===== config.mk =====
export PLATFORM = sky130hd
export DESIGN_NAME = rv_id_stage
export DESIGN_NICKNAME = d
export VERILOG_FILES = /design/src/rv_decode_pkg.sv /design/src/rv_decoder.sv /design/src/rv_i_decoder.sv /design/src/rv_id_stage.sv /design/src/rv_m_decoder.sv
export SDC_FILE = /design/constraint.sdc
export NUM_CORES = 1
export LEC_CHECK = 0
export BUFFER_PORTS_ARGS = -buffer_cell sky130_fd_sc_hd__buf_2
export CAP_MARGIN = 0
export CORE_ASPECT_RATIO = 0.75
export CORE_MARGIN = 10
export CORE_UTILIZATION = 50
export DETAILED_ROUTE_END_ITERATION = 12
export PLACE_DENSITY = 0.83
export SLEW_MARGIN = 25
export SYNTH_ARGS = -nofsm -noshare
export SYNTH_HDL_FRONTEND = slang
export SYNTH_SLANG_ARGS = --single-unit

===== constraint.sdc =====
create_clock -name clk -period 4.4 [get_ports clk]
set_clock_uncertainty 0.05 [all_clocks]
set_input_delay 0.44 -clock clk [delete_from_list [all_inputs] [get_ports clk]]
set_output_delay 0.44 -clock clk [all_outputs]
set_load 0.005 [all_outputs]

===== src/rv_decode_pkg.sv =====
// RV32 decode package with control enums, pipeline structs and the illegal-instruction bundle
package rv_decode_pkg;

  //////////////////////////////////////////////////
  // Enumerations
  //////////////////////////////////////////////////

  typedef enum logic [5:0] {
    ALU_ADD  = 6'b011000,
    ALU_SUB  = 6'b011001,
    ALU_XOR  = 6'b101111,
    ALU_OR   = 6'b101110,
    ALU_AND  = 6'b010101,
    ALU_SLL  = 6'b100111,
    ALU_SRL  = 6'b100101,
    ALU_SRA  = 6'b100100,
    ALU_SLT  = 6'b000010,
    ALU_SLTU = 6'b000011,
    ALU_EQ   = 6'b001100, // Branch comparisons from here on
    ALU_NE   = 6'b001101,
    ALU_LT   = 6'b000000,
    ALU_GE   = 6'b001010,
    ALU_LTU  = 6'b000001,
    ALU_GEU  = 6'b001011
  } alu_opcode_e;

  typedef enum logic [1:0] {
    OP_A_REGA   = 2'b00, // rs1
    OP_A_CURRPC = 2'b01, // PC of this instruction
    OP_A_IMM    = 2'b10, // Zero-extended rs1 field (CSR immediate forms)
    OP_A_NONE   = 2'b11  // Constant zero
  } alu_op_a_mux_e;

  typedef enum logic [1:0] {
    OP_B_REGB = 2'b00,
    OP_B_IMM  = 2'b01,
    OP_B_NONE = 2'b10
  } alu_op_b_mux_e;

  typedef enum logic [1:0] {
    IMMB_I      = 2'b00,
    IMMB_S      = 2'b01,
    IMMB_U      = 2'b10,
    IMMB_PCINCR = 2'b11 // Link address increment
  } imm_b_mux_e;

  typedef enum logic [1:0] {
    JT_JAL  = 2'b00,
    JT_JALR = 2'b01,
    JT_COND = 2'b10
  } jt_mux_e;

  typedef enum logic [1:0] {
    BRANCH_NONE = 2'b00,
    BRANCH_JAL  = 2'b01,
    BRANCH_JALR = 2'b10,
    BRANCH_COND = 2'b11
  } ctrl_transfer_e;

  typedef enum logic [1:0] {
    MUL_M32 = 2'b00, // Lower 32 bits of the product
    MUL_H   = 2'b01  // Upper 32 bits, signedness from mul_signed_mode
  } mul_opcode_e;

  typedef enum logic [1:0] {
    DIV_DIV  = 2'b00,
    DIV_DIVU = 2'b01,
    DIV_REM  = 2'b10,
    DIV_REMU = 2'b11
  } div_opcode_e;

  typedef enum logic [1:0] {
    CSR_OP_READ  = 2'b00,
    CSR_OP_WRITE = 2'b01,
    CSR_OP_SET   = 2'b10,
    CSR_OP_CLEAR = 2'b11
  } csr_opcode_e;

  typedef enum logic [1:0] {
    LSU_BYTE = 2'b00,
    LSU_HALF = 2'b01,
    LSU_WORD = 2'b10
  } lsu_type_e;

  //////////////////////////////////////////////////
  // Structs
  //////////////////////////////////////////////////

  typedef struct packed {
    logic [31:0] instr;
    logic        illegal_c_insn; // Compressed expansion failed in fetch
    logic        deassert;       // Suppress side effects of this word
  } if_id_pipe_t;

  typedef struct packed {
    logic           illegal_insn;
    logic           alu_en;
    alu_opcode_e    alu_operator;
    alu_op_a_mux_e  alu_op_a_mux_sel;
    alu_op_b_mux_e  alu_op_b_mux_sel;
    imm_b_mux_e     imm_b_mux_sel;
    logic           mul_en;
    mul_opcode_e    mul_operator;
    logic [1:0]     mul_signed_mode; // {rs2 signed, rs1 signed}
    logic           div_en;
    div_opcode_e    div_operator;
    logic [1:0]     rf_re;           // {rs2, rs1} read enables
    logic           rf_we;
    logic           csr_en;
    csr_opcode_e    csr_op;
    logic           lsu_en;
    logic           lsu_we;
    lsu_type_e      lsu_type;
    logic           lsu_sign_ext;
    logic           sys_en;
    logic           sys_ecall_insn;
    logic           sys_ebrk_insn;
    logic           sys_mret_insn;
    logic           sys_dret_insn;
    logic           sys_wfi_insn;
    logic           sys_fencei_insn;
    ctrl_transfer_e ctrl_transfer_insn;
    jt_mux_e        ctrl_transfer_target_mux_sel;
  } decoder_ctrl_t;

  typedef struct packed {
    logic           rf_we;
    logic           lsu_en;
    ctrl_transfer_e ctrl_transfer_insn;
  } decoder_raw_t;

  //////////////////////////////////////////////////
  // Constants
  //////////////////////////////////////////////////

  localparam logic [6:0] OPCODE_OP     = 7'h33;
  localparam logic [6:0] OPCODE_OPIMM  = 7'h13;
  localparam logic [6:0] OPCODE_LOAD   = 7'h03;
  localparam logic [6:0] OPCODE_STORE  = 7'h23;
  localparam logic [6:0] OPCODE_BRANCH = 7'h63;
  localparam logic [6:0] OPCODE_JAL    = 7'h6f;
  localparam logic [6:0] OPCODE_JALR   = 7'h67;
  localparam logic [6:0] OPCODE_LUI    = 7'h37;
  localparam logic [6:0] OPCODE_AUIPC  = 7'h17;
  localparam logic [6:0] OPCODE_SYSTEM = 7'h73;
  localparam logic [6:0] OPCODE_FENCE  = 7'h0f;

  // Returned by a sub-decoder that does not recognize the word
  localparam decoder_ctrl_t DECODER_CTRL_ILLEGAL_INSN = '{
    illegal_insn                 : 1'b1,
    alu_en                       : 1'b0,
    alu_operator                 : ALU_ADD,
    alu_op_a_mux_sel             : OP_A_REGA,
    alu_op_b_mux_sel             : OP_B_REGB,
    imm_b_mux_sel                : IMMB_I,
    mul_en                       : 1'b0,
    mul_operator                 : MUL_M32,
    mul_signed_mode              : 2'b00,
    div_en                       : 1'b0,
    div_operator                 : DIV_DIV,
    rf_re                        : 2'b00,
    rf_we                        : 1'b0,
    csr_en                       : 1'b0,
    csr_op                       : CSR_OP_READ,
    lsu_en                       : 1'b0,
    lsu_we                       : 1'b0,
    lsu_type                     : LSU_WORD,
    lsu_sign_ext                 : 1'b0,
    sys_en                       : 1'b0,
    sys_ecall_insn               : 1'b0,
    sys_ebrk_insn                : 1'b0,
    sys_mret_insn                : 1'b0,
    sys_dret_insn                : 1'b0,
    sys_wfi_insn                 : 1'b0,
    sys_fencei_insn              : 1'b0,
    ctrl_transfer_insn           : BRANCH_NONE,
    ctrl_transfer_target_mux_sel : JT_JAL
  };

endpackage


===== src/rv_decoder.sv =====
// Decoder that merges the RV32I and RV32M sub-decoders and gates the enables
module rv_decoder import rv_decode_pkg::*; (
  input  if_id_pipe_t   if_id_pipe_i,
  input  logic          deassert_we_i, // Suppress side effects of the held word
  output decoder_ctrl_t ctrl_o,
  output decoder_raw_t  raw_o
);

  decoder_ctrl_t decoder_i_ctrl;
  decoder_ctrl_t decoder_m_ctrl;
  decoder_ctrl_t decoder_ctrl_mux_subdec; // Winner of the priority mux
  decoder_ctrl_t decoder_ctrl_mux;        // After the compressed-illegal override

  //////////////////////////////////////////////////
  // Sub-decoders
  //////////////////////////////////////////////////

  rv_i_decoder i_decoder_i (
    .instr_rdata_i  ( if_id_pipe_i.instr ),
    .decoder_ctrl_o ( decoder_i_ctrl     )
  );

  rv_m_decoder m_decoder_i (
    .instr_rdata_i  ( if_id_pipe_i.instr ),
    .decoder_ctrl_o ( decoder_m_ctrl     )
  );

  // M checked first, then I
  always_comb begin
    if (!decoder_m_ctrl.illegal_insn) begin
      decoder_ctrl_mux_subdec = decoder_m_ctrl;
    end else if (!decoder_i_ctrl.illegal_insn) begin
      decoder_ctrl_mux_subdec = decoder_i_ctrl;
    end else begin
      decoder_ctrl_mux_subdec = DECODER_CTRL_ILLEGAL_INSN; // Nobody claimed the word
    end
  end

  assign decoder_ctrl_mux = if_id_pipe_i.illegal_c_insn ? DECODER_CTRL_ILLEGAL_INSN
                                                        : decoder_ctrl_mux_subdec;

  //////////////////////////////////////////////////
  // Suppression
  //////////////////////////////////////////////////

  always_comb begin
    ctrl_o = decoder_ctrl_mux;
    if (deassert_we_i) begin
      ctrl_o.alu_en             = 1'b0;
      ctrl_o.mul_en             = 1'b0;
      ctrl_o.div_en             = 1'b0;
      ctrl_o.lsu_en             = 1'b0;
      ctrl_o.sys_en             = 1'b0;
      ctrl_o.rf_we              = 1'b0;
      ctrl_o.illegal_insn       = 1'b0;
      ctrl_o.ctrl_transfer_insn = BRANCH_NONE;
      ctrl_o.csr_op             = CSR_OP_READ; // csr_en stays, a read has no side effect
    end
  end

  // Ungated copies for hazard detection
  assign raw_o.rf_we              = decoder_ctrl_mux.rf_we;
  assign raw_o.lsu_en             = decoder_ctrl_mux.lsu_en;
  assign raw_o.ctrl_transfer_insn = decoder_ctrl_mux.ctrl_transfer_insn;

endmodule


===== src/rv_i_decoder.sv =====
// RV32I base-integer decoder, maps one instruction word onto a control bundle
module rv_i_decoder import rv_decode_pkg::*; (
  input  logic [31:0]   instr_rdata_i,
  output decoder_ctrl_t decoder_ctrl_o
);

  logic [6:0] opcode;
  logic [2:0] funct3;
  logic [6:0] funct7;

  assign opcode = instr_rdata_i[6:0];
  assign funct3 = instr_rdata_i[14:12];
  assign funct7 = instr_rdata_i[31:25];

  always_comb begin
    decoder_ctrl_o              = DECODER_CTRL_ILLEGAL_INSN; // Start from all enables clear
    decoder_ctrl_o.illegal_insn = 1'b0;

    case (opcode)
      //////////////////////////////////////////////////
      // Jumps and upper immediates
      //////////////////////////////////////////////////
      OPCODE_JAL, OPCODE_JALR: begin
        decoder_ctrl_o.alu_en           = 1'b1;       // ALU forms the link address
        decoder_ctrl_o.alu_op_a_mux_sel = OP_A_CURRPC;
        decoder_ctrl_o.alu_op_b_mux_sel = OP_B_IMM;
        decoder_ctrl_o.imm_b_mux_sel    = IMMB_PCINCR;
        decoder_ctrl_o.rf_we            = 1'b1;
        if (opcode == OPCODE_JAL) begin
          decoder_ctrl_o.ctrl_transfer_insn           = BRANCH_JAL;
          decoder_ctrl_o.ctrl_transfer_target_mux_sel = JT_JAL;
        end else begin
          decoder_ctrl_o.ctrl_transfer_insn           = BRANCH_JALR;
          decoder_ctrl_o.ctrl_transfer_target_mux_sel = JT_JALR;
          decoder_ctrl_o.rf_re[0]                     = 1'b1; // Target base from rs1
          if (funct3 != 3'b000) decoder_ctrl_o.illegal_insn = 1'b1;
        end
      end

      OPCODE_LUI, OPCODE_AUIPC: begin
        decoder_ctrl_o.alu_en           = 1'b1;
        decoder_ctrl_o.alu_op_a_mux_sel = (opcode == OPCODE_LUI) ? OP_A_NONE : OP_A_CURRPC;
        decoder_ctrl_o.alu_op_b_mux_sel = OP_B_IMM;
        decoder_ctrl_o.imm_b_mux_sel    = IMMB_U;
        decoder_ctrl_o.rf_we            = 1'b1;
      end

      OPCODE_BRANCH: begin
        decoder_ctrl_o.ctrl_transfer_insn           = BRANCH_COND;
        decoder_ctrl_o.ctrl_transfer_target_mux_sel = JT_COND;
        decoder_ctrl_o.alu_en                       = 1'b1; // Comparison only
        decoder_ctrl_o.rf_re                        = 2'b11;
        case (funct3)
          3'b000:  decoder_ctrl_o.alu_operator = ALU_EQ;
          3'b001:  decoder_ctrl_o.alu_operator = ALU_NE;
          3'b100:  decoder_ctrl_o.alu_operator = ALU_LT;
          3'b101:  decoder_ctrl_o.alu_operator = ALU_GE;
          3'b110:  decoder_ctrl_o.alu_operator = ALU_LTU;
          3'b111:  decoder_ctrl_o.alu_operator = ALU_GEU;
          default: decoder_ctrl_o.illegal_insn = 1'b1;
        endcase
      end

      //////////////////////////////////////////////////
      // Loads and stores
      //////////////////////////////////////////////////
      OPCODE_LOAD, OPCODE_STORE: begin
        decoder_ctrl_o.lsu_en           = 1'b1;
        decoder_ctrl_o.lsu_type         = lsu_type_e'(funct3[1:0]);
        decoder_ctrl_o.alu_op_b_mux_sel = OP_B_IMM; // Address offset
        if (opcode == OPCODE_LOAD) begin
          decoder_ctrl_o.rf_re[0]     = 1'b1;
          decoder_ctrl_o.rf_we        = 1'b1;
          decoder_ctrl_o.lsu_sign_ext = ~funct3[2];
          // No LD, and LWU is RV64 only
          if (funct3[1:0] == 2'b11 || funct3 == 3'b110) decoder_ctrl_o.illegal_insn = 1'b1;
        end else begin
          decoder_ctrl_o.rf_re         = 2'b11; // Base and store data
          decoder_ctrl_o.lsu_we        = 1'b1;
          decoder_ctrl_o.imm_b_mux_sel = IMMB_S;
          if (funct3[2] || funct3[1:0] == 2'b11) decoder_ctrl_o.illegal_insn = 1'b1;
        end
      end

      //////////////////////////////////////////////////
      // Register-immediate and register-register ALU
      //////////////////////////////////////////////////
      OPCODE_OPIMM: begin
        decoder_ctrl_o.alu_en           = 1'b1;
        decoder_ctrl_o.alu_op_b_mux_sel = OP_B_IMM;
        decoder_ctrl_o.rf_re[0]         = 1'b1;
        decoder_ctrl_o.rf_we            = 1'b1;
        case (funct3)
          3'b000: decoder_ctrl_o.alu_operator = ALU_ADD;
          3'b010: decoder_ctrl_o.alu_operator = ALU_SLT;
          3'b011: decoder_ctrl_o.alu_operator = ALU_SLTU;
          3'b100: decoder_ctrl_o.alu_operator = ALU_XOR;
          3'b110: decoder_ctrl_o.alu_operator = ALU_OR;
          3'b111: decoder_ctrl_o.alu_operator = ALU_AND;
          3'b001: begin
            decoder_ctrl_o.alu_operator = ALU_SLL;
            if (funct7 != 7'b0000000) decoder_ctrl_o.illegal_insn = 1'b1; // shamt[5] set
          end
          default: begin // 3'b101, shift right
            case (funct7)
              7'b0000000: decoder_ctrl_o.alu_operator = ALU_SRL;
              7'b0100000: decoder_ctrl_o.alu_operator = ALU_SRA;
              default:    decoder_ctrl_o.illegal_insn = 1'b1;
            endcase
          end
        endcase
      end

      OPCODE_OP: begin
        decoder_ctrl_o.alu_en = 1'b1;
        decoder_ctrl_o.rf_re  = 2'b11;
        decoder_ctrl_o.rf_we  = 1'b1;
        case ({funct7, funct3})
          {7'b0000000, 3'b000}: decoder_ctrl_o.alu_operator = ALU_ADD;
          {7'b0100000, 3'b000}: decoder_ctrl_o.alu_operator = ALU_SUB;
          {7'b0000000, 3'b001}: decoder_ctrl_o.alu_operator = ALU_SLL;
          {7'b0000000, 3'b010}: decoder_ctrl_o.alu_operator = ALU_SLT;
          {7'b0000000, 3'b011}: decoder_ctrl_o.alu_operator = ALU_SLTU;
          {7'b0000000, 3'b100}: decoder_ctrl_o.alu_operator = ALU_XOR;
          {7'b0000000, 3'b101}: decoder_ctrl_o.alu_operator = ALU_SRL;
          {7'b0100000, 3'b101}: decoder_ctrl_o.alu_operator = ALU_SRA;
          {7'b0000000, 3'b110}: decoder_ctrl_o.alu_operator = ALU_OR;
          {7'b0000000, 3'b111}: decoder_ctrl_o.alu_operator = ALU_AND;
          default:              decoder_ctrl_o.illegal_insn = 1'b1; // Includes M encodings
        endcase
      end

      //////////////////////////////////////////////////
      // Fences, system and CSR
      //////////////////////////////////////////////////
      OPCODE_FENCE: begin
        case (funct3)
          3'b000: decoder_ctrl_o.alu_en = 1'b1; // FENCE runs as a NOP with no writeback
          3'b001: begin
            decoder_ctrl_o.sys_en          = 1'b1;
            decoder_ctrl_o.sys_fencei_insn = 1'b1;
          end
          default: decoder_ctrl_o.illegal_insn = 1'b1;
        endcase
      end

      OPCODE_SYSTEM: begin
        if (funct3 == 3'b000) begin
          decoder_ctrl_o.sys_en = 1'b1;
          if (instr_rdata_i[19:7] != '0) begin
            decoder_ctrl_o.illegal_insn = 1'b1;     // rs1 and rd must be x0
          end else begin
            case (instr_rdata_i[31:20])
              12'h000: decoder_ctrl_o.sys_ecall_insn = 1'b1;
              12'h001: decoder_ctrl_o.sys_ebrk_insn  = 1'b1;
              12'h302: decoder_ctrl_o.sys_mret_insn  = 1'b1;
              12'h105: decoder_ctrl_o.sys_wfi_insn   = 1'b1;
              default: decoder_ctrl_o.illegal_insn   = 1'b1; // DRET lands here
            endcase
          end
        end else if (funct3 == 3'b100) begin
          decoder_ctrl_o.illegal_insn = 1'b1;
        end else begin
          decoder_ctrl_o.csr_en           = 1'b1;
          decoder_ctrl_o.rf_we            = 1'b1;
          decoder_ctrl_o.rf_re[0]         = ~funct3[2];    // Immediate forms read no register
          decoder_ctrl_o.alu_op_a_mux_sel = funct3[2] ? OP_A_IMM : OP_A_REGA;
          decoder_ctrl_o.alu_op_b_mux_sel = OP_B_IMM;      // CSR address
          decoder_ctrl_o.csr_op           = csr_opcode_e'(funct3[1:0]);
          // Set or clear with a zero mask writes nothing
          if (funct3[1] && instr_rdata_i[19:15] == 5'd0) decoder_ctrl_o.csr_op = CSR_OP_READ;
        end
      end

      default: decoder_ctrl_o.illegal_insn = 1'b1;
    endcase

    // Partial decode results must not leak on an illegal word
    if (decoder_ctrl_o.illegal_insn) decoder_ctrl_o = DECODER_CTRL_ILLEGAL_INSN;
  end

endmodule


===== src/rv_id_stage.sv =====
// Instruction decode stage, holds the fetched word and decodes it into control
module rv_id_stage import rv_decode_pkg::*; (
  input  logic          clk,
  input  logic          reset_i,
  input  logic          fetch_valid_i, // One-cycle load strobe
  input  if_id_pipe_t   if_id_i,
  input  logic          deassert_we_i, // Captured with the word
  output decoder_ctrl_t id_ctrl_o,
  output decoder_raw_t  id_raw_o
);

  if_id_pipe_t if_id_q;
  logic        valid_q;     // Set once any word has been loaded
  logic        deassert_we;

  //////////////////////////////////////////////////
  // Instruction register
  //////////////////////////////////////////////////

  always_ff @(posedge clk) begin
    if (reset_i) begin
      if_id_q <= '0;        // Zero word decodes as illegal
      valid_q <= 1'b0;
    end else if (fetch_valid_i) begin
      if_id_q.instr          <= if_id_i.instr;
      if_id_q.illegal_c_insn <= if_id_i.illegal_c_insn;
      if_id_q.deassert       <= deassert_we_i; // Level at load time wins over fetch's bit
      valid_q                <= 1'b1;
    end
  end

  // Nothing held counts as suppressed
  assign deassert_we = if_id_q.deassert | ~valid_q;

  rv_decoder decoder_i (
    .if_id_pipe_i  ( if_id_q     ),
    .deassert_we_i ( deassert_we ),
    .ctrl_o        ( id_ctrl_o   ),
    .raw_o         ( id_raw_o    )
  );

endmodule


===== src/rv_m_decoder.sv =====
// RV32M multiply/divide decoder, recognizes the MULDIV group of the OP opcode
module rv_m_decoder import rv_decode_pkg::*; (
  input  logic [31:0]   instr_rdata_i,
  output decoder_ctrl_t decoder_ctrl_o
);

  always_comb begin
    decoder_ctrl_o = DECODER_CTRL_ILLEGAL_INSN; // No match unless OP with funct7 0000001

    if (instr_rdata_i[6:0] == OPCODE_OP && instr_rdata_i[31:25] == 7'b0000001) begin
      decoder_ctrl_o.illegal_insn = 1'b0;
      decoder_ctrl_o.rf_re        = 2'b11;
      decoder_ctrl_o.rf_we        = 1'b1;

      // funct3[2] splits multiplier from divider
      case (instr_rdata_i[14:12])
        3'b000: begin                              // MUL
          decoder_ctrl_o.mul_en          = 1'b1;
          decoder_ctrl_o.mul_operator    = MUL_M32;
          decoder_ctrl_o.mul_signed_mode = 2'b00;
        end
        3'b001: begin                              // MULH
          decoder_ctrl_o.mul_en          = 1'b1;
          decoder_ctrl_o.mul_operator    = MUL_H;
          decoder_ctrl_o.mul_signed_mode = 2'b11;
        end
        3'b010: begin                              // MULHSU, rs1 signed only
          decoder_ctrl_o.mul_en          = 1'b1;
          decoder_ctrl_o.mul_operator    = MUL_H;
          decoder_ctrl_o.mul_signed_mode = 2'b01;
        end
        3'b011: begin                              // MULHU
          decoder_ctrl_o.mul_en          = 1'b1;
          decoder_ctrl_o.mul_operator    = MUL_H;
          decoder_ctrl_o.mul_signed_mode = 2'b00;
        end
        default: begin
          decoder_ctrl_o.div_en       = 1'b1;
          decoder_ctrl_o.div_operator = div_opcode_e'(instr_rdata_i[13:12]);
        end
      endcase
    end
  end

endmodule


==> out/results.md, run 1 <==
| Group | Parameter | Value |
| --- | --- | --- |
| placement | PortBufs | 81 |
| pwr | Net load switching power | 0.217 mW |
| clocking | Count of instances resized after the clock tree is built | 0 |
| global routing | Total Routing Usage GR | 18.6% |
| critical path | Stage delay of the slowest cell on the critical path | 0.61 ns |
| clocking | Number of buffers inserted by post-CTS setup repair | 0 |
| placement | GPL Wtd Cong | 0.949 |
| clocking | CTS Root Cell | sky130_fd_sc_hd__clkbuf_8 |
| die | Die Outline Area | 8070 um^2 |
| pwr | Relative contribution of combinational cells to total power | 18.2% |
| route | 1st-iter DRT viols | 216 |
| yosys | Count of state elements after synthesis | 35 |
| pwr | Internal portion of total power | 0.505 mW |
| placement | DP Wirelength | 5720 um |
| timing | Setup repair after global routing missed its margin | false |
| yosys | Dominant combinational cell family by area after synthesis | simple AND/OR/NAND/NOR gates |
| yosys | Cell area after synthesis | 2430 um^2 |
| yosys | Yosys Warn Count | 0 |
| timing | Minimum clock period | 3.78 ns |
| pwr | Switching fraction of total power | 30.1% |
| critical path | Ordered list of cells on the worst path | nor3_1 -> and3_1 -> o211ai_1 -> a311oi_2 -> nand2_1 -> buf_4 -> a211oi_1 -> buf_2 |
| pwr | VDD IR max | 0.229 mV |
| yosys | Mux cell area share after synthesis | 14.0% |
| pwr | Power per unit of standard cell area | 251 nW/um^2 |
| global routing | Largest net degree at the start of global routing | 36 |
| clocking | Source-to-sink clock delay at the later pin of the worst-skew pair | 0.28 ns |
| clocking | Bufs on Longest Clock Path | 2 |
| die | # IOs | 86 |
| critical path | Startpoint kind of the worst setup timing path | flop |
| final layout | Area of the multi-input gates | 1560 um^2 |
| yosys | Post-synthesis sequential area ratio | 28.9% |
| pwr | Portion of total power attributed to sequential cells | 50.2% |
| final layout | Antenna fix cells | 0 |
| timing | Post-Route Setup TNS | 0 ns |
| global routing | Antenna violations before repair | 0 |
| critical path | Worst setup EP type | primary output |
| flow run | Maximum capacitance violations | 0 |
| clocking | Clock-pin transition on the worst setup and hold timing paths | 0.07 ns |
| final layout | FILL cells | 433 |
| timing | Slew Viols, Final | 0 |
| clocking | TritonCTS clock tree | done |
| global routing | Global-route wire length before repair | 12600 um |
| die | Initial core utilization | 53.1% |
| final layout | Post-layout net count | 423 |
| final layout | Layout cells sized above 1 | 25.6% |
| route | Routed vias | 2613 |
| timing | FMAX | 265 MHz |
| placement | Post-detailed-placement cell area | 2790 um^2 |
| timing | Tcrit/Tclk final | 85.8% |
| min path | Hold Path Stages | 3 |
| critical path | Crit Path Category | flop to primary output |
| critical path | Logic depth of the worst register-to-register path | 2 |
| critical path | Slowest cell on crit path | sky130_fd_sc_hd__nor3_1 |
| yosys | Number of distinct library cell variants in the gate-level netlist after synthesis | 56 |
| route | Routed WL per cell | 16.9 um |
| outcome | Status | complete, no violations |
| timing | Number of hold violations in the final report | 0 |
| final layout | FF+latch area | 701 um^2 |
| route | Antenna-violating nets left | 0 |
| die | Die Span X | 100 um |
| route | TritonRoute pass-1 iters | 5 |
| timing | Max-Slew Margin vs Limit | 34.3% |
| final layout | Post-route design area | 2870 um^2 |
| critical path | Top fanout value on the critical path | 18 |
| die | Count of standard-cell rows | 21 |
| yosys | Basic-gate share of the synthesized area counting and, or, nand and nor cells | 32.6% |
| yosys | Post-Syn Area per Cell | 7.46 um^2 |
| route | Vias per Instance | 5.90 |
| critical path | Worst endpoint data arrival time | 3.29 ns |
| pwr | Proportion of power drawn by the clock network | 31.6% |
| yosys | Compound-cell area share of the yosys netlist | 16.1% |
| min path | Hold crit path type | input port to flop |
| die | Core Box Area | 4570 um^2 |
| clocking | Total clock buffers created by CTS | 5 |
| global routing | Aggregate global routing overflow | 0 |
| yosys | FFs w/ async S/R, synth | 0% |
| pwr | Static leakage power | 1.29 nW |
| die | Height of the die | 80.3 um |
| yosys | Post-synth EDFFs | 0 |
| yosys | Synthesized-area fraction occupied by xor and xnor cells | 1.08% |
| clocking | Clock Sinks | 35 |
| route | Total DRC errors in the routed layout | 0 |
| yosys | Number of cells produced by synthesis | 325 |
| global routing | Number of global-route vias before repair | 2556 |
| route | Total routed wirelength | 7470 um |
| yosys | Most used flip-flop cell after synthesis | sky130_fd_sc_hd__dfxtp_1 |
| critical path | Required time at the endpoint of the critical path | 3.91 ns |
| timing | Worst Max-Slew Pin Slew | 0.985 ns |
| yosys | Adder-Cell Fraction of Synth Area | 0% |
| clocking | Level count of the clock H-tree | 2 |
| timing | Setup-failing EPs final | 0 |
| final layout | Area growth syn-to-layout | 18.5% |
| clocking | CTS hold repair buffers | 0 |
==> synth_stat cells (5+ instances only) <==
cell type / number / share of area, %
sky130_fd_sc_hd__buf_2: 7 / 1.4
sky130_fd_sc_hd__nand4_1: 5 / 1.3
sky130_fd_sc_hd__nor2b_1: 5 / 1.3
sky130_fd_sc_hd__a21oi_1: 16 / 3.3
sky130_fd_sc_hd__nor4_1: 6 / 1.5
sky130_fd_sc_hd__nor2_1: 63 / 9.7
sky130_fd_sc_hd__nand3_1: 5 / 1.0
sky130_fd_sc_hd__o21ai_0: 12 / 2.5
sky130_fd_sc_hd__nor3_1: 18 / 3.7
sky130_fd_sc_hd__mux2i_1: 34 / 14
sky130_fd_sc_hd__clkbuf_1: 20 / 3.1
sky130_fd_sc_hd__dfxtp_1: 35 / 29
sky130_fd_sc_hd__or3_1: 5 / 1.3
sky130_fd_sc_hd__inv_1: 8 / 1.2
sky130_fd_sc_hd__a211oi_1: 6 / 1.9
sky130_fd_sc_hd__nand2_1: 19 / 2.9
==> power by group through the flow <==
| stage | Combinational, mW | Clock, mW | Sequential, mW |
|---|---|---|---|
| floorplan | 0.107 | 0 | 0.355 |
| global placement | 0.126 | 0 | 0.368 |
| detailed placement | 0.130 | 0 | 0.369 |
| CTS | 0.130 | 0.233 | 0.362 |
| global route | 0.149 | 0.246 | 0.367 |
| finish | 0.131 | 0.228 | 0.363 |
==> per-layer routing <==
layer / share of wire, % / global-route usage (%)
met5: 0 / 0
met4: 0.87 / 4.51
met3: 15 / 8.98
met2: 41 / 27.8
met1: 42 / 23.5
==> layout make-up <==
class	instances	area share, %
repair buffers	84	14.9
clock buffers	6	2.53
flip-flops and latches	35	24.4
well taps	57	2.48
clock inverters	2	0.435
inverters	8	1.04
multi-input cells	251	54.2
==> through the flow <==
step | power (mW) | util (%) | worst slack (ns) | cells | hold slack [ns]
after floorplan | 0.461 | - | 1.81 | 327 | 0.385
after global placement | 0.494 | 61.0 | 1.04 | 435 | 0.399
after detailed placement | 0.499 | 61.0 | 0.976 | 435 | 0.424
after CTS | 0.725 | 62.9 | 0.658 | 443 | 0.334
after global routing | 0.761 | 62.9 | 0.346 | 443 | 0.340
final | 0.722 | 62.9 | 0.625 | 443 | 0.339
==> cell families after synthesis <==
| family | count (synthesis) |
|---|---|
| other | 1 |
| xor gates and xnor gates | 3 |
| buffers and inverters | 41 |
| DFF | 35 |
| and+or+nand+nor | 153 |
| AOI/OAI and AO/OA | 58 |
| muxes | 34 |
==> final timing paths <==
kind          startpoint             to  slack (ns)
min reg2reg      valid_q        valid_q        0.43
min          if_id_i[27]    if_id_q[27]        0.34
max          if_id_q[14]  id_ctrl_o[19]        0.62
max reg2reg  if_id_q[14]    if_id_q[14]        3.32
==> layout by cell type, fill, tap and decap left out, types with 8 or more instances in the layout <==
cell type,n
sky130_fd_sc_hd__inv_1,8
sky130_fd_sc_hd__a21oi_1,16
sky130_fd_sc_hd__nor2_1,63
sky130_fd_sc_hd__buf_2,81
sky130_fd_sc_hd__dfxtp_1,35
sky130_fd_sc_hd__mux2i_1,34
sky130_fd_sc_hd__o21ai_0,12
sky130_fd_sc_hd__nand2_1,19
sky130_fd_sc_hd__nor3_1,18
==> state kept, by name (all words and copies together) (netlist names) <==
name and cells:
if_id_q 34, valid_q 1
==> worst max-delay path, delay by kind of cell, from the launching register on <==
| family | cells | cell delay (ns) |
|---|---|---|
| buffers and inverters | 2 | 0.48 |
| AOI/OAI and AO/OA | 3 | 0.73 |
| DFF | 1 | 0.51 |
| and+or+nand+nor | 3 | 1.29 |
Power figures use the tool's default switching activity.
==> run 2: changes to the inputs <==
Settings changed: ABC_CLOCK_PERIOD_IN_PS from default to 3510.
Clock period 4.4 ns to 3.51 ns, I/O delays scaled along.
==> run 2 against run 1 <==
  * Global-route usage grew 0.077 points
  * Sequential cell count unchanged
  * Cell count is 1.1% higher
  * First-iteration DRC count shrank 16%
  * Non-clock buffer count grew 6
  * Clock power is 22% higher
  * Combinational power up 34%
  * Critical path type unchanged
  * Largest power group unchanged
==> out/results.md, run 2 (synthesis gave the netlist of run 1 again) <==
| Group | Parameter | Value | Delta |
| --- | --- | --- | --- |
| final layout | Reg with most FFs | if_id_q |  |
| final layout | Layout cells sized above 1 | 27.1% | +1.5 points |
| timing | Number of hold violations in the final report | 0 | unchanged |
| timing | Tcrit/Tclk final | 92.6% |  |
| clocking | Clock Sinks | 35 | unchanged |
| timing | Setup-failing EPs final | 0 | unchanged |
| critical path | Slowest cell on crit path | sky130_fd_sc_hd__or4_4 |  |
| timing | Minimum clock period | 3.25 ns |  |
| clocking | Level count of the clock H-tree | 2 | unchanged |
| clocking | Source-to-sink clock delay at the later pin of the worst-skew pair | 0.29 ns | about the same |
| final layout | Area growth syn-to-layout | 20.3% |  |
| global routing | Met3 Use GR | 7.61% | -1.4 points |
| die | Die Outline Area | 8070 um^2 | unchanged |
| route | Vias per Instance | 5.91 | +0.25% |
| timing | Worst Max-Slew Pin Slew | 1.01 ns | +0.0220 ns |
| min path | Hold crit path type | input port to flop |  |
| clocking | Bufs on Longest Clock Path | 2 | unchanged |
| timing | FMAX | 308 MHz |  |
| timing | Slew Viols, Final | 0 | unchanged |
| global routing | Number of global-route vias before repair | 2586 | +1.2% |
| global routing | Aggregate global routing overflow | 0 | unchanged |
| placement | GPL Wtd Cong | 0.926 | -2.4% |
| timing | Setup repair after global routing missed its margin | false |  |
| final layout | Registers with the most flip-flops | if_id_q (34), valid_q (1) |  |
| flow run | Maximum capacitance violations | 0 | unchanged |
| route | Total DRC errors in the routed layout | 0 | unchanged |
| critical path | Startpoint kind of the worst setup timing path | flop |  |
| global routing | Global-route track usage on met2 | 27.2% | -0.58 points |
| clocking | CTS Root Cell | sky130_fd_sc_hd__clkbuf_8 |  |
| final layout | Most frequent cells in the layout | sky130_fd_sc_hd__buf_2, sky130_fd_sc_hd__nor2_1, sky130_fd_sc_hd__dfxtp_1 |  |
| critical path | Stage delay of the slowest cell on the critical path | 0.49 ns | -0.12 ns |
| pwr | VDD IR max | 0.286 mV | +25% |
| die | Count of standard-cell rows | 21 | unchanged |
| final layout | Most common cell after layout, fill and taps aside | sky130_fd_sc_hd__buf_2 |  |
| critical path | Crit Path Category | flop to primary output |  |
| route | Routed WL per cell | 17.0 um | +0.70% |
| die | Die Span X | 100 um | unchanged |
| pwr | Power per unit of standard cell area | 311 nW/um^2 | +24% |
| die | Height of the die | 80.3 um | unchanged |
| critical path | Required time at the endpoint of the critical path | 3.11 ns | -0.80 ns |
| global routing | Largest net degree at the start of global routing | 36 | unchanged |
| critical path | Worst endpoint data arrival time | 2.85 ns | -0.44 ns |
| route | Routed vias | 2649 | +1.4% |
| global routing | Met1 track demand over resource | 24.3% | +0.77 points |
| global routing | Antenna violations before repair | 1 | +1 |
| critical path | Top fanout value on the critical path | 20 | +2 |
| die | Initial core utilization | 53.1% | unchanged |
| critical path | Worst Path Buf+Inv | 2 | unchanged |
| placement | PortBufs | 81 | unchanged |
| route | TritonRoute pass-1 iters | 5 | unchanged |
| route | 1st-iter DRT viols | 182 | -16% |
| route | Total routed wirelength | 7610 um | +1.8% |
| final layout | Largest register FFs | 34 | unchanged |
| final layout | Antenna fix cells | 0 | unchanged |
| critical path | Worst setup EP type | primary output |  |
| placement | DP Wirelength | 5820 um | +1.9% |
| global routing | Total Routing Usage GR | 18.7% | +0.077 points |
| die | Core Box Area | 4570 um^2 | unchanged |
| global routing | Highest-utilization routing layer at the global route stage | met2 |  |
| timing | Post-Route Setup TNS | 0 ns | unchanged |
| timing | Hold WS | 0.243 ns | -0.0962 ns |
| clocking | TritonCTS clock tree | done |  |
| outcome | Status | complete, no violations |  |
| global routing | Global-route wire length before repair | 12600 um | unchanged |
| die | # IOs | 86 | unchanged |
| clocking | Clock-pin transition on the worst setup and hold timing paths | 0.07 ns | about the same |
| final layout | Post-layout net count | 429 | +1.4% |
| timing | Max-Slew Margin vs Limit | 32.9% | -1.5 points |
| critical path | Largest delay share family, worst path | simple AND/OR/NAND/NOR gates |  |
| critical path | Ordered list of cells on the worst path | or4_4 -> nor4_4 -> o211ai_1 -> a311oi_2 -> nand2_2 -> buf_4 -> a211oi_1 -> buf_2 |  |
| pwr | Total power consumption of the routed design | 0.906 mW | +26% |
| pwr | Static leakage power | 1.32 nW | +2.4% |
| route | Antenna-violating nets left | 0 | unchanged |
| clocking | Total clock buffers created by CTS | 5 | unchanged |
==> run 2: cell types whose count changed in the layout (fill, tap and decap cells not counted) <==
cell	change
sky130_fd_sc_hd__nand2_2	+1
sky130_fd_sc_hd__clkinvlp_4	-1
sky130_fd_sc_hd__clkinv_4	+1
sky130_fd_sc_hd__clkbuf_1	-1
sky130_fd_sc_hd__nand2_1	-1
sky130_fd_sc_hd__buf_4	+6
==> run 2: repair_timing <==
action,in CTS,in global routing
buffers inserted,0,0
gates resized for setup,0,1
hold buffers,0,0
endpoints found under the hold margin,0,0
endpoints found under the setup margin,0,3
==> run 2: per-layer routing <==
metal / wire length [um] / share of wire (%)
met1: 3320 / 44
met2: 3120 / 41
met3: 1060 / 14
met4: 112 / 1.5
met5: 0 / 0
==> run 2: path summary, 6_finish.rpt <==
check               from             to  slack, ns  cells past startpoint
max reg2reg  if_id_q[15]    if_id_q[15]       2.52                      3
max          if_id_q[32]  id_ctrl_o[19]       0.26                      8
min reg2reg   if_id_q[0]     if_id_q[0]       0.44                      2
min          if_id_i[20]    if_id_q[20]       0.24                      3
==> run 2: final cells by class <==
cell class | instances | area, um^2
tap | 57 | 71.3
multi-input combinational | 251 | 1560
inverter | 8 | 30.0
clock inverter | 2 | 13.8
fill | 415 | 1650
clock buffer | 5 | 68.8
timing repair buffer | 90 | 473
sequential | 35 | 701
==> run 2: worst register-to-register path: stages (launching register included) <==
cell,delay [ns]
sky130_fd_sc_hd__dfxtp_1,0.46
sky130_fd_sc_hd__buf_4,0.22
sky130_fd_sc_hd__mux2i_1,0.08
sky130_fd_sc_hd__nor2_1,0.12
==> run 2: through the flow <==
step	setup slack (ns)	utilization [%]	instances	instance area (um^2)
2_1_floorplan	1.00	-	327	2430
3_3_place_gp	0.553	62.0	441	2830
3_5_place_dp	0.524	62.0	441	2830
4_1_cts	0.197	63.8	448	2920
5_1_grt	0.0709	63.8	448	2920
6_report	0.258	63.8	448	2920
==> run 2: power by group <==
group | switching (mW) | total, mW | internal (mW)
clock | 0.144 | 0.279 | 0.135
combinational | 0.0974 | 0.175 | 0.0779
sequential | 0.0305 | 0.452 | 0.421
==> run 3: changes to the inputs <==
Settings changed: PLACE_DENSITY 0.83 to default, PLACE_DENSITY_LB_ADDON from default to 0.25.
==> run 3 against run 2 <==
  * Hold slack better by 0.010 ns
  * Largest cell class unchanged
  * Clock power up 4%
  * First-iteration DRC count up 87%
==> out/results.md, run 3 (synthesis gave the netlist of run 1 again) <==
| Group | Parameter | Value | Delta |
| --- | --- | --- | --- |
| critical path | Worst endpoint data arrival time | 2.93 ns | +0.08 ns |
| timing | Number of hold violations in the final report | 0 | unchanged |
| critical path | Crit path launch | if_id_q[32] |  |
| die | Count of standard-cell rows | 21 | unchanged |
| final layout | Reg with most FFs | if_id_q |  |
| route | Antenna-violating nets left | 0 | unchanged |
| critical path | Ordered list of cells on the worst path | or4_4 -> nor4_4 -> o211ai_1 -> a311oi_2 -> nand2_1 -> buf_4 -> a221oi_1 -> buf_2 |  |
| route | Vias per Instance | 5.97 | +0.98% |
| critical path | Top fanout value on the critical path | 20 | unchanged |
| route | Total DRC errors in the routed layout | 0 | unchanged |
| critical path | Number of cells on the critical path | 8 | unchanged |
| global routing | Largest net degree at the start of global routing | 36 | unchanged |
| critical path | Largest delay share family, worst path | simple AND/OR/NAND/NOR gates |  |
| timing | Post-Route Setup TNS | 0 ns | unchanged |
| die | # IOs | 86 | unchanged |
| clocking | CTS hold repair buffers | 0 | unchanged |
| clocking | TritonCTS clock tree | done |  |
| pwr | Switching fraction of total power | 28.8% | -1.2 points |
| placement | GPL Wtd Cong | 0.969 | +4.6% |
| die | Core Box Area | 4570 um^2 | unchanged |
| timing | Slack of the critical path | 0.180 ns | -0.0778 ns |
| die | Die Span X | 100 um | unchanged |
| min path | Hold Path Stages | 3 | unchanged |
| pwr | Total power consumption of the routed design | 0.916 mW | +1.1% |
| clocking | Number of buffers inserted by post-CTS setup repair | 0 | unchanged |
| route | 1st-iter DRT viols | 340 | +87% |
| die | Initial core utilization | 53.1% | unchanged |
| min path | Worst Hold Endpoint | if_id_q[12] |  |
| placement | DP Wirelength | 5690 um | -2.2% |
| critical path | Worst Path Buf+Inv | 2 | unchanged |
| global routing | Total Routing Usage GR | 18.2% | -0.56 points |
| critical path | Required time at the endpoint of the critical path | 3.11 ns | about the same |
| die | Height of the die | 80.3 um | unchanged |
| min path | Hold path start | if_id_i[12] |  |
| timing | Slew Viols, Final | 0 | unchanged |
| global routing | Aggregate global routing overflow | 0 | unchanged |
| pwr | Power per unit of standard cell area | 314 nW/um^2 | +0.98% |
| timing | Worst Max-Slew Pin Slew | 0.990 ns | -0.0168 ns |
| placement | Post-detailed-placement cell area | 2830 um^2 | unchanged |
| pwr | Relative contribution of combinational cells to total power | 19.1% | -0.2 points |
| pwr | Internal portion of total power | 0.652 mW | +2.8% |
| placement | PortBufs | 81 | unchanged |
| timing | Minimum clock period | 3.33 ns | +0.0778 ns |
| pwr | VDD IR max | 0.211 mV | -26% |
| clocking | Count of instances resized after the clock tree is built | 0 | unchanged |
| pwr | Proportion of power drawn by the clock network | 31.7% | +0.9 points |
| clocking | Source-to-sink clock delay at the later pin of the worst-skew pair | 0.28 ns | about the same |
| final layout | Post-layout net count | 429 | unchanged |
| final layout | Layout cells sized above 1 | 26.9% | -0.26 points |
| route | Routed WL per cell | 16.5 um | -2.8% |
| critical path | Logic depth of the worst register-to-register path | 2 | -1 |
| timing | Setup-failing EPs final | 0 | unchanged |
| critical path | Crit Path Category | flop to primary output |  |
| global routing | Global-route wire length before repair | 12500 um | -1.4% |
| route | TritonRoute pass-1 iters | 6 | +1 |
| timing | Tcrit/Tclk final | 94.9% | +2.2 points |
| final layout | Area growth syn-to-layout | 20.4% | about the same |
| critical path | Startpoint kind of the worst setup timing path | flop |  |
| clocking | Clock-pin transition on the worst setup and hold timing paths | 0.07 ns | about the same |
| die | Die Outline Area | 8070 um^2 | unchanged |
| critical path | R2R Setup Slk | 2.59 ns | +0.07 ns |
| clocking | Bufs on Longest Clock Path | 2 | unchanged |
| route | Routed vias | 2675 | +0.98% |
| final layout | Post-route design area | 2920 um^2 | about the same |
| final layout | Registers with the most flip-flops | if_id_q (34), valid_q (1) |  |
| critical path | Worst setup EP type | primary output |  |
| timing | Setup repair after global routing missed its margin | false |  |
| global routing | Number of global-route vias before repair | 2535 | -2.0% |
| final layout | Largest register FFs | 34 | unchanged |
| outcome | Status | complete, no violations |  |
| critical path | Worst flop-to-flop path startpoint | if_id_q[4] |  |
| final layout | Antenna fix cells | 0 | unchanged |
| final layout | Most frequent cells in the layout | sky130_fd_sc_hd__buf_2, sky130_fd_sc_hd__nor2_1, sky130_fd_sc_hd__dfxtp_1 |  |
| critical path | Slowest cell on crit path | sky130_fd_sc_hd__or4_4 |  |
| critical path | End of the worst register-to-register path | if_id_q[4] |  |
| critical path | Stage delay of the slowest cell on the critical path | 0.49 ns | about the same |
| clocking | CTS Root Cell | sky130_fd_sc_hd__clkbuf_8 |  |
| route | Total routed wirelength | 7390 um | -2.8% |
| timing | Hold WS | 0.253 ns | +0.0105 ns |
| pwr | Net load switching power | 0.264 mW | -3.0% |
| pwr | Static leakage power | 1.32 nW | +0.19% |
| flow run | Maximum capacitance violations | 0 | unchanged |
| placement | Worst slack after detailed placement | 0.511 ns | -0.0130 ns |
| global routing | Antenna violations before repair | 0 | -1 |
| min path | Hold crit path type | input port to flop |  |
| clocking | Clock Sinks | 35 | unchanged |
| clocking | Level count of the clock H-tree | 2 | unchanged |
| timing | Max-Slew Margin vs Limit | 34.0% | +1.1 points |
| final layout | Most common cell after layout, fill and taps aside | sky130_fd_sc_hd__buf_2 |  |
| pwr | Portion of total power attributed to sequential cells | 49.2% | -0.6 points |
| clocking | Total clock buffers created by CTS | 5 | unchanged |
| timing | FMAX | 300 MHz | -2.3% |
-- run 3: through the flow --
step | util (%) | instances
detailed placement | 62.0 | 441
CTS | 63.9 | 448
global route | 63.9 | 448
finish | 63.9 | 448
global placement | 62.0 | 441
floorplan | - | 327
-- run 3: power groups by stage --
stage / sequential (mW) / combinational (mW) / clock, mW
after floorplan: 0.445 / 0.134 / 0
after detailed placement: 0.459 / 0.172 / 0
after global placement: 0.458 / 0.169 / 0
after global routing: 0.456 / 0.196 / 0.319
final: 0.451 / 0.175 / 0.291
after CTS: 0.450 / 0.173 / 0.297
-- run 3: layout make-up --
cell class | count | area (um^2)
fillers | 432 | 1650
well taps | 57 | 71.3
inverters | 8 | 30.0
multi-input cells | 251 | 1560
repair buffers | 90 | 473
clock buffers | 6 | 82.6
flip-flops and latches | 35 | 701
clock inverters | 1 | 5.00
-- run 3: worst max-delay path by stage --
stage,slack (ns),end
after global routing,0.02,id_ctrl_o[21]
final,0.18,id_ctrl_o[21]
after CTS,0.20,id_ctrl_o[21]
after detailed placement,0.51,id_ctrl_o[21]
after global placement,0.57,id_ctrl_o[21]
after floorplan,1.00,id_ctrl_o[39]
-- run 3: metal layers --
layer	wire length, um	global-route usage, %
met5	0	0
met4	75	4.08
met3	677	5.30
met2	3490	29.3
met1	3150	23.3
-- run 3: tightest hold or removal path, stage by stage --
cell                      delay, ns
sky130_fd_sc_hd__buf_2         0.07
sky130_fd_sc_hd__mux2i_1       0.05
sky130_fd_sc_hd__nor2_1        0.07
